**src/source/timer_pkg.sv**
```systemverilog
// Timer register map
package timer_pkg;

    // Bus widths
    localparam int ADDR_W     = 5;
    localparam int DATA_W     = 32;
    localparam int STRB_W     = DATA_W / 8;

    // Core widths
    localparam int PRESCALE_W = 8;
    localparam int COUNT_W    = 16;

    // Register byte offsets
    localparam logic [ADDR_W-1:0] REG_CTRL     = 5'h00;
    localparam logic [ADDR_W-1:0] REG_PRESCALE = 5'h04;
    localparam logic [ADDR_W-1:0] REG_MAX      = 5'h08;
    localparam logic [ADDR_W-1:0] REG_COUNT    = 5'h0C;
    localparam logic [ADDR_W-1:0] REG_STATUS   = 5'h10;

    // CTRL fields with a self-clearing CLR pulse
    localparam int CTRL_EN     = 0;
    localparam int CTRL_IRQ_EN = 1;
    localparam int CTRL_CLR    = 2;

    // STATUS fields
    localparam int STATUS_MATCH = 0;

    // Response codes
    localparam logic [1:0] RESP_OKAY   = 2'b00;
    localparam logic [1:0] RESP_SLVERR = 2'b10;

    // Shared by the write and read channel machines
    typedef enum logic [1:0] {
        BUS_IDLE = 2'd0,
        BUS_RESP = 2'd1,
        BUS_DATA = 2'd2
    } bus_state_t;

endpackage

```
**src/source/timer_counter.sv**
```systemverilog
// Wrap-around tick counter
`timescale 1ns/1ps

module timer_counter (
    input  logic                          i_clk,
    input  logic                          i_arst,
    input  logic                          i_enable,
    input  logic                          i_clr,
    input  logic                          i_tick,
    input  logic [timer_pkg::COUNT_W-1:0] i_max,
    output logic [timer_pkg::COUNT_W-1:0] o_count,
    output logic                          o_match_pulse
);

    logic advance;
    logic at_max;

    // A tick arriving after enable drops is lost
    assign advance = i_enable && i_tick;

    // Max lowered below the count also forces a wrap
    assign at_max = (o_count >= i_max);

    always_ff @(posedge i_clk or posedge i_arst) begin
        if (i_arst) begin
            o_count <= '0;
        end else if (i_clr) begin
            o_count <= '0;
        end else if (advance) begin
            if (at_max) begin
                o_count <= '0;
            end else begin
                o_count <= o_count + 1'b1;
            end
        end
    end

    // Single-cycle pulse on the wrap edge
    always_ff @(posedge i_clk or posedge i_arst) begin
        if (i_arst) begin
            o_match_pulse <= 1'b0;
        end else if (i_clr) begin
            o_match_pulse <= 1'b0;
        end else begin
            o_match_pulse <= advance && at_max;
        end
    end

endmodule

```
**src/source/timer_prescaler.sv**
```systemverilog
// Timer clock prescaler
`timescale 1ns/1ps

module timer_prescaler (
    input  logic                             i_clk,
    input  logic                             i_arst,
    input  logic                             i_enable,
    input  logic                             i_clr,
    input  logic [timer_pkg::PRESCALE_W-1:0] i_prescale,
    output logic                             o_tick
);

    logic [timer_pkg::PRESCALE_W-1:0] pre_cnt;

    // One tick every prescale+1 enabled cycles
    always_ff @(posedge i_clk or posedge i_arst) begin
        if (i_arst) begin
            pre_cnt <= '0;
            o_tick  <= 1'b0;
        end else if (i_clr) begin
            // Phase restarts from zero
            pre_cnt <= '0;
            o_tick  <= 1'b0;
        end else if (!i_enable) begin
            pre_cnt <= '0;
            o_tick  <= 1'b0;
        end else if (pre_cnt >= i_prescale) begin
            pre_cnt <= '0;
            o_tick  <= 1'b1;
        end else begin
            pre_cnt <= pre_cnt + 1'b1;
            o_tick  <= 1'b0;
        end
    end

endmodule

```
**src/source/timer_regs.sv**
```systemverilog
// AXI4-Lite timer registers
`timescale 1ns/1ps

module timer_regs (
    input  logic                             i_clk,
    input  logic                             i_arst,

    // Write address and data
    input  logic                             i_awvalid,
    input  logic [timer_pkg::ADDR_W-1:0]     i_awaddr,
    output logic                             o_awready,
    input  logic                             i_wvalid,
    input  logic [timer_pkg::DATA_W-1:0]     i_wdata,
    input  logic [timer_pkg::STRB_W-1:0]     i_wstrb,
    output logic                             o_wready,

    // Write response
    output logic                             o_bvalid,
    output logic [1:0]                       o_bresp,
    input  logic                             i_bready,

    // Read address and data
    input  logic                             i_arvalid,
    input  logic [timer_pkg::ADDR_W-1:0]     i_araddr,
    output logic                             o_arready,
    output logic                             o_rvalid,
    output logic [timer_pkg::DATA_W-1:0]     o_rdata,
    output logic [1:0]                       o_rresp,
    input  logic                             i_rready,

    // Timer core
    input  logic [timer_pkg::COUNT_W-1:0]    i_count,
    input  logic                             i_match_pulse,
    output logic                             o_enable,
    output logic                             o_clr,
    output logic [timer_pkg::PRESCALE_W-1:0] o_prescale,
    output logic [timer_pkg::COUNT_W-1:0]    o_max,
    output logic                             o_irq
);

    timer_pkg::bus_state_t wr_state;
    timer_pkg::bus_state_t rd_state;

    logic wr_accept;
    logic wr_ctrl;
    logic wr_prescale;
    logic wr_max;
    logic wr_count;
    logic wr_status;
    logic wr_mapped;

    logic rd_accept;
    logic rd_err;
    logic [timer_pkg::DATA_W-1:0] rd_mux;

    logic ctrl_irq_en;
    logic status_match;
    logic match_w1c;

    // Word decode ignoring the low two address bits
    function automatic logic hit(input logic [timer_pkg::ADDR_W-1:0] addr,
                                 input logic [timer_pkg::ADDR_W-1:0] offset);
        return addr[timer_pkg::ADDR_W-1:2] == offset[timer_pkg::ADDR_W-1:2];
    endfunction

    assign wr_ctrl     = hit(i_awaddr, timer_pkg::REG_CTRL);
    assign wr_prescale = hit(i_awaddr, timer_pkg::REG_PRESCALE);
    assign wr_max      = hit(i_awaddr, timer_pkg::REG_MAX);
    assign wr_count    = hit(i_awaddr, timer_pkg::REG_COUNT);
    assign wr_status   = hit(i_awaddr, timer_pkg::REG_STATUS);
    assign wr_mapped   = wr_ctrl | wr_prescale | wr_max | wr_count | wr_status;

    // AW and W are taken together and only with no response pending
    assign wr_accept = (wr_state == timer_pkg::BUS_IDLE) && i_awvalid && i_wvalid;
    assign o_awready = wr_accept;
    assign o_wready  = wr_accept;
    assign o_bvalid  = (wr_state == timer_pkg::BUS_RESP);

    always_ff @(posedge i_clk or posedge i_arst) begin
        if (i_arst) begin
            wr_state <= timer_pkg::BUS_IDLE;
            o_bresp  <= timer_pkg::RESP_OKAY;
        end else begin
            case (wr_state)
                timer_pkg::BUS_IDLE: begin
                    if (wr_accept) begin
                        wr_state <= timer_pkg::BUS_RESP;
                        o_bresp  <= wr_mapped ? timer_pkg::RESP_OKAY : timer_pkg::RESP_SLVERR;
                    end
                end
                timer_pkg::BUS_RESP: begin
                    if (i_bready) begin
                        wr_state <= timer_pkg::BUS_IDLE;
                    end
                end
                default: wr_state <= timer_pkg::BUS_IDLE;
            endcase
        end
    end

    // Register file with byte strobes
    always_ff @(posedge i_clk or posedge i_arst) begin
        if (i_arst) begin
            o_enable    <= 1'b0;
            ctrl_irq_en <= 1'b0;
            o_clr       <= 1'b0;
            o_prescale  <= '0;
            o_max       <= '0;
        end else begin
            o_clr <= 1'b0;
            if (wr_accept && wr_ctrl && i_wstrb[0]) begin
                o_enable    <= i_wdata[timer_pkg::CTRL_EN];
                ctrl_irq_en <= i_wdata[timer_pkg::CTRL_IRQ_EN];
                o_clr       <= i_wdata[timer_pkg::CTRL_CLR];
            end
            if (wr_accept && wr_prescale && i_wstrb[0]) begin
                o_prescale <= i_wdata[7:0];
            end
            if (wr_accept && wr_max && i_wstrb[0]) begin
                o_max[7:0] <= i_wdata[7:0];
            end
            if (wr_accept && wr_max && i_wstrb[1]) begin
                o_max[15:8] <= i_wdata[15:8];
            end
        end
    end

    assign match_w1c = wr_accept && wr_status && i_wstrb[0] && i_wdata[timer_pkg::STATUS_MATCH];

    // Sticky flag where a new match beats a same-cycle clear
    always_ff @(posedge i_clk or posedge i_arst) begin
        if (i_arst) begin
            status_match <= 1'b0;
            o_irq        <= 1'b0;
        end else begin
            if (i_match_pulse) begin
                status_match <= 1'b1;
            end else if (match_w1c) begin
                status_match <= 1'b0;
            end
            o_irq <= status_match && ctrl_irq_en;
        end
    end

    // Read mux with zero-extended fields
    always_comb begin
        rd_mux = '0;
        rd_err = 1'b0;
        if (hit(i_araddr, timer_pkg::REG_CTRL)) begin
            rd_mux[timer_pkg::CTRL_EN]     = o_enable;
            rd_mux[timer_pkg::CTRL_IRQ_EN] = ctrl_irq_en;
        end else if (hit(i_araddr, timer_pkg::REG_PRESCALE)) begin
            rd_mux[timer_pkg::PRESCALE_W-1:0] = o_prescale;
        end else if (hit(i_araddr, timer_pkg::REG_MAX)) begin
            rd_mux[timer_pkg::COUNT_W-1:0] = o_max;
        end else if (hit(i_araddr, timer_pkg::REG_COUNT)) begin
            rd_mux[timer_pkg::COUNT_W-1:0] = i_count;
        end else if (hit(i_araddr, timer_pkg::REG_STATUS)) begin
            rd_mux[timer_pkg::STATUS_MATCH] = status_match;
        end else begin
            rd_err = 1'b1;
        end
    end

    assign rd_accept = o_arready && i_arvalid;
    assign o_rvalid  = (rd_state == timer_pkg::BUS_DATA);

    // Data is captured on the AR handshake and held until taken
    always_ff @(posedge i_clk or posedge i_arst) begin
        if (i_arst) begin
            rd_state  <= timer_pkg::BUS_IDLE;
            o_arready <= 1'b0;
            o_rdata   <= '0;
            o_rresp   <= timer_pkg::RESP_OKAY;
        end else begin
            case (rd_state)
                timer_pkg::BUS_IDLE: begin
                    o_arready <= 1'b1;
                    if (rd_accept) begin
                        rd_state  <= timer_pkg::BUS_DATA;
                        o_arready <= 1'b0;
                        o_rdata   <= rd_mux;
                        o_rresp   <= rd_err ? timer_pkg::RESP_SLVERR : timer_pkg::RESP_OKAY;
                    end
                end
                timer_pkg::BUS_DATA: begin
                    if (i_rready) begin
                        rd_state  <= timer_pkg::BUS_IDLE;
                        o_arready <= 1'b1;
                    end
                end
                default: begin
                    rd_state  <= timer_pkg::BUS_IDLE;
                    o_arready <= 1'b0;
                end
            endcase
        end
    end

endmodule

```
**src/source/timer_top.sv**
```systemverilog
// Timer peripheral top
`timescale 1ns/1ps

module timer_top (
    input  logic                         i_clk,
    input  logic                         i_arst,
    input  logic                         i_awvalid,
    input  logic [timer_pkg::ADDR_W-1:0] i_awaddr,
    output logic                         o_awready,
    input  logic                         i_wvalid,
    input  logic [timer_pkg::DATA_W-1:0] i_wdata,
    input  logic [timer_pkg::STRB_W-1:0] i_wstrb,
    output logic                         o_wready,
    output logic                         o_bvalid,
    output logic [1:0]                   o_bresp,
    input  logic                         i_bready,
    input  logic                         i_arvalid,
    input  logic [timer_pkg::ADDR_W-1:0] i_araddr,
    output logic                         o_arready,
    output logic                         o_rvalid,
    output logic [timer_pkg::DATA_W-1:0] o_rdata,
    output logic [1:0]                   o_rresp,
    input  logic                         i_rready,
    output logic                         o_irq
);

    logic                             enable;
    logic                             clr;
    logic                             tick;
    logic                             match_pulse;
    logic [timer_pkg::PRESCALE_W-1:0] prescale;
    logic [timer_pkg::COUNT_W-1:0]    max_val;
    logic [timer_pkg::COUNT_W-1:0]    count;

    timer_regs timer_regs_i (
        .i_clk         (i_clk),
        .i_arst        (i_arst),
        .i_awvalid     (i_awvalid),
        .i_awaddr      (i_awaddr),
        .o_awready     (o_awready),
        .i_wvalid      (i_wvalid),
        .i_wdata       (i_wdata),
        .i_wstrb       (i_wstrb),
        .o_wready      (o_wready),
        .o_bvalid      (o_bvalid),
        .o_bresp       (o_bresp),
        .i_bready      (i_bready),
        .i_arvalid     (i_arvalid),
        .i_araddr      (i_araddr),
        .o_arready     (o_arready),
        .o_rvalid      (o_rvalid),
        .o_rdata       (o_rdata),
        .o_rresp       (o_rresp),
        .i_rready      (i_rready),
        .i_count       (count),
        .i_match_pulse (match_pulse),
        .o_enable      (enable),
        .o_clr         (clr),
        .o_prescale    (prescale),
        .o_max         (max_val),
        .o_irq         (o_irq)
    );

    timer_prescaler timer_prescaler_i (
        .i_clk      (i_clk),
        .i_arst     (i_arst),
        .i_enable   (enable),
        .i_clr      (clr),
        .i_prescale (prescale),
        .o_tick     (tick)
    );

    timer_counter timer_counter_i (
        .i_clk         (i_clk),
        .i_arst        (i_arst),
        .i_enable      (enable),
        .i_clr         (clr),
        .i_tick        (tick),
        .i_max         (max_val),
        .o_count       (count),
        .o_match_pulse (match_pulse)
    );

endmodule

```
**config.mk**
```make
export PLATFORM = sky130hd
export DESIGN_NAME = timer_top
export DESIGN_NICKNAME = d
export VERILOG_FILES = /design/src/source/timer_pkg.sv /design/src/source/timer_counter.sv /design/src/source/timer_prescaler.sv /design/src/source/timer_regs.sv /design/src/source/timer_top.sv
export SDC_FILE = /design/constraint.sdc
export NUM_CORES = 1
export LEC_CHECK = 0
export BUFFER_PORTS_ARGS = -buffer_cell sky130_fd_sc_hd__buf_4
export CAP_MARGIN = 0
export CORE_ASPECT_RATIO = 1.2
export CORE_MARGIN = 2
export CORE_UTILIZATION = 49
export CTS_CLUSTER_SIZE = 24
export DETAILED_ROUTE_END_ITERATION = 12
export GPL_TIMING_DRIVEN = 0
export PLACE_DENSITY = 0.76
export SLEW_MARGIN = 20
export SYNTH_ARGS = -nofsm -noshare
export SYNTH_HDL_FRONTEND = slang
export SYNTH_SLANG_ARGS = --single-unit
export TNS_END_PERCENT = 20
```
**constraint.sdc**
```tcl
create_clock -name i_clk -period 2.6 [get_ports i_clk]
set_clock_uncertainty 0.1 [all_clocks]
set_input_delay 0.26 -clock i_clk [delete_from_list [all_inputs] [get_ports i_clk]]
set_output_delay 0.26 -clock i_clk [all_outputs]
set_load 0.005 [all_outputs]
```
==> flow_summary.yaml <==
run_status:
  run_status: "completed"
routing:
  drt_pre_antenna_iters: 5
  totalWireLength_mm: 10.2
  routed_via_density: 5.40
  drt.antenna.violating_nets: 0
  avgRoutedWirePerCell_um: 15.7
  first_iter_violations: 153
  via_count: 3519
  post-route-drc-count: 0
timing:
  max_clock_freq_mhz: 396
  worst_slew_pin_slew_ps: 1070
  post-route-period-util_pct: 97.0
  setup_viol: 0
  fin_worst_hold_slack_ps: 8.86
  setup_repair_after_global_routing_missed_its_margin: "yes"
  timing.setup.tns_ps: 0
  worst_slack_ps: 77.6
  final_number_of_hold_violating_endpoints: 0
  period_minus_slack_ps: 2520
  final-max-slew-violation-count: 0
  max-slew-margin-rel_pct: 28.0
power:
  power_density_cells_mw_per_mm2: 591
  worst_ir_drop_vdd_v: 0.000396
  power_leakage_uw: 0.00254
critical_path:
  timing.critical_path.cells: "ha_4 -> nand4_1 -> or4_4 -> o32ai_4 -> buf_6 -> nor2_2 -> a221o_1"
  crit_path_max_fanout: 7
  criticalPathCategory: "register to register"
  critPathLaunchType: "register"
  worst_setup_path_end_kind: "register"
  worst-endpoint-arrival_ps: 2670
  cell_with_the_largest_stage_delay_on_the_worst_path: "or4_4"
  slowest_delay_ps: 530
  required_time_reported_for_the_critical_path_endpoint_ps: 2740
die:
  floorplan.core_area_mm2: 0.00852
  die_footprint_mm2: 0.00944
  design.portCount: 95
  start_util_pct: 49.9
  num_rows: 37
  die-width_um: 89.0
  die_h_um: 106
synth:
  yosysWarnings: 0
  synth_top_area_cell: "dfrtp_1"
  synth.cells.most_frequent: "dfrtp_1, nand2_1, o21ai_0"
  yosysTopAreaCellShare_pct: 44.7
  synth_sequential_area_ratio_pct: 44.7
  synth-async-reset-ratio_pct: 100
  syn-instance-count: 435
  synth.lib_cells_used.distinct: 54
  synthesis.area_per_instance_um2: 9.77
  synth_area_mm2: 0.00425
  ys.flop_type: "dfrtp_1"
  synth-edff-count: 0
  post-synth-top-count-cell: "dfrtp_1"
  synth_top_cells_by_area: "dfrtp_1, ha_1, mux2_2, nand2_1, o21ai_0"
  yosys_register_bits: 76
clocking:
  insertion_delay_ps: 370
  clock_sink_count: 76
  cts_tree: "yes"
  clk_pin_slew_worst_paths_ps: 80
  htreeDepth: 3
  clock_tree.root_cell: "clkbuf_8"
  cts_buffers: 9
  max-clock-path-buffers: 2
cells_and_area:
  drive_above_1_share_pct: 26.2
  antenna_diode_count: 0
  final_cells: 652
  final_net_count: 609
  area_growth_pct: 24.7
  fin_area_mm2: 0.00530
grt:
  number_of_antenna_violations_at_the_first_check_in_global_routing: 0
  vias_in_the_first_global_route: 3384
  grt_max_degree: 42
  grt_util_all_layers_pct: 22.6
  grt_overflow: 0
  grt_pass1_wl_mm: 16.4
placement:
  place_congestion: 0.873
  place_ws_ps: -94.8
  dp.cells: 623
  dpl_cell_area_mm2: 0.00488
  place_hpwl_mm: 7.46
  io_buffers: 53
hold_path:
  min_path_type: "input port to register"
run:
  max_cap_viol_count: 0
stage by stage:
| step | utilization (%) | total power [µW] |
|---|---|---|
| final | 62.2 | 3130 |
| after global routing | 62.2 | 3310 |
| after CTS | 61.2 | 3130 |
| after detailed placement | 57.3 | 2170 |
| after global placement | 57.1 | 2130 |
| after floorplan | - | 1870 |
layout make-up:
class | instances | area (µm²)
multi-input cells | 311 | 2190
clock buffers | 15 | 166
flip-flops and latches | 76 | 1910
clock inverters | 1 | 30.0
inverters | 33 | 126
well taps | 117 | 146
fillers | 729 | 3220
repair buffers | 67 | 526
plain buffers | 32 | 203
layout by cell type (no fill, tap or decap), drive strengths merged, types with 9 or more instances in the layout:
cell type / count
dfrtp: 76
nor2: 16
a21o: 9
ha: 26
o21ai: 40
a21oi: 11
clkbuf: 26
mux2: 19
inv: 33
nand3: 11
buf: 83
nand2: 55
conb: 18
critical path: cells and delay by family, from the launching register on:
kind	cells	cell delay [ps]
flip-flops	1	480
buffers and inverters	1	170
AO/OA/AOI/OAI	2	650
AND/OR/NAND/NOR	3	720
adder cells (fa/ha/maj)	1	300
logic make-up (layout without fill, tap and decap cells):
kind of cell / count (synthesis) / count (layout) / synth area share (%)
AO/OA/AOI/OAI: 102 / 102 / 16.1
flip-flops: 76 / 76 / 44.7
AND/OR/NAND/NOR: 131 / 131 / 15.2
buffers and inverters: 65 / 148 / 7.53
other: 1 / 18 / 0.0882
multiplexers: 28 / 28 / 7.45
adder cells (fa/ha/maj): 26 / 26 / 7.65
XOR/XNOR: 6 / 6 / 1.24
layer usage:
metal | global-route usage, % | share of wire [%]
met1 | 28.3 | 42
met5 | 0 | 0
met3 | 4.81 | 4.7
met2 | 38.1 | 51
met4 | 8.32 | 1.7
worst paths after layout:
path	from	end	slack (ps)	depth (start not counted)
worst max-delay path	timer_counter_i.o_count[9]	timer_counter_i.o_count[10]	80	7
worst min-delay path	i_wdata[10]	timer_regs_i.o_max[10]	9	3
worst max register to register	timer_counter_i.o_count[9]	timer_counter_i.o_count[10]	80	7
worst min register to register	timer_counter_i.o_match_pulse	timer_regs_i.status_match	350	1
max in group asynchronous	i_arst	timer_prescaler_i.pre_cnt[7]	1450	4
min in group asynchronous	i_arst	timer_regs_i.o_rdata[10]	370	3
power breakdown:
part / total [µW] / internal (µW) / switching, µW
registers: 1470 / 1350 / 121
clock network: 924 / 499 / 425
logic: 734 / 370 / 364
sequential cells by signal, indices dropped and copies added, names as in the netlist:
| signal | cells |
|---|---|
| timer_regs_i.o_rresp | 1 |
| timer_counter_i.o_match_pulse | 1 |
| timer_regs_i.o_prescale | 8 |
| timer_regs_i.wr_state | 1 |
| timer_regs_i.status_match | 1 |
| timer_regs_i.o_clr | 1 |
| timer_regs_i.rd_state | 1 |
| timer_regs_i.o_arready | 1 |
| timer_regs_i.ctrl_irq_en | 1 |
| timer_counter_i.o_count | 16 |
| timer_regs_i.o_rdata | 16 |
| timer_regs_i.o_enable | 1 |
| timer_regs_i.o_irq | 1 |
| timer_regs_i.o_max | 16 |
| timer_regs_i.o_bresp | 1 |
| timer_prescaler_i.pre_cnt | 8 |
| timer_prescaler_i.o_tick | 1 |
repair_timing:
item / in CTS / in global routing
pin swaps: 0 / 5
endpoints found under the hold margin: 39 / 0
gates resized for setup: 10 / 11
setup buffers: 1 / 6
hold buffers: 5 / 0
gates cloned: 1 / 0
setup endpoints to repair: 11 / 14
Note: power is estimated with default switching activity, not from simulation.
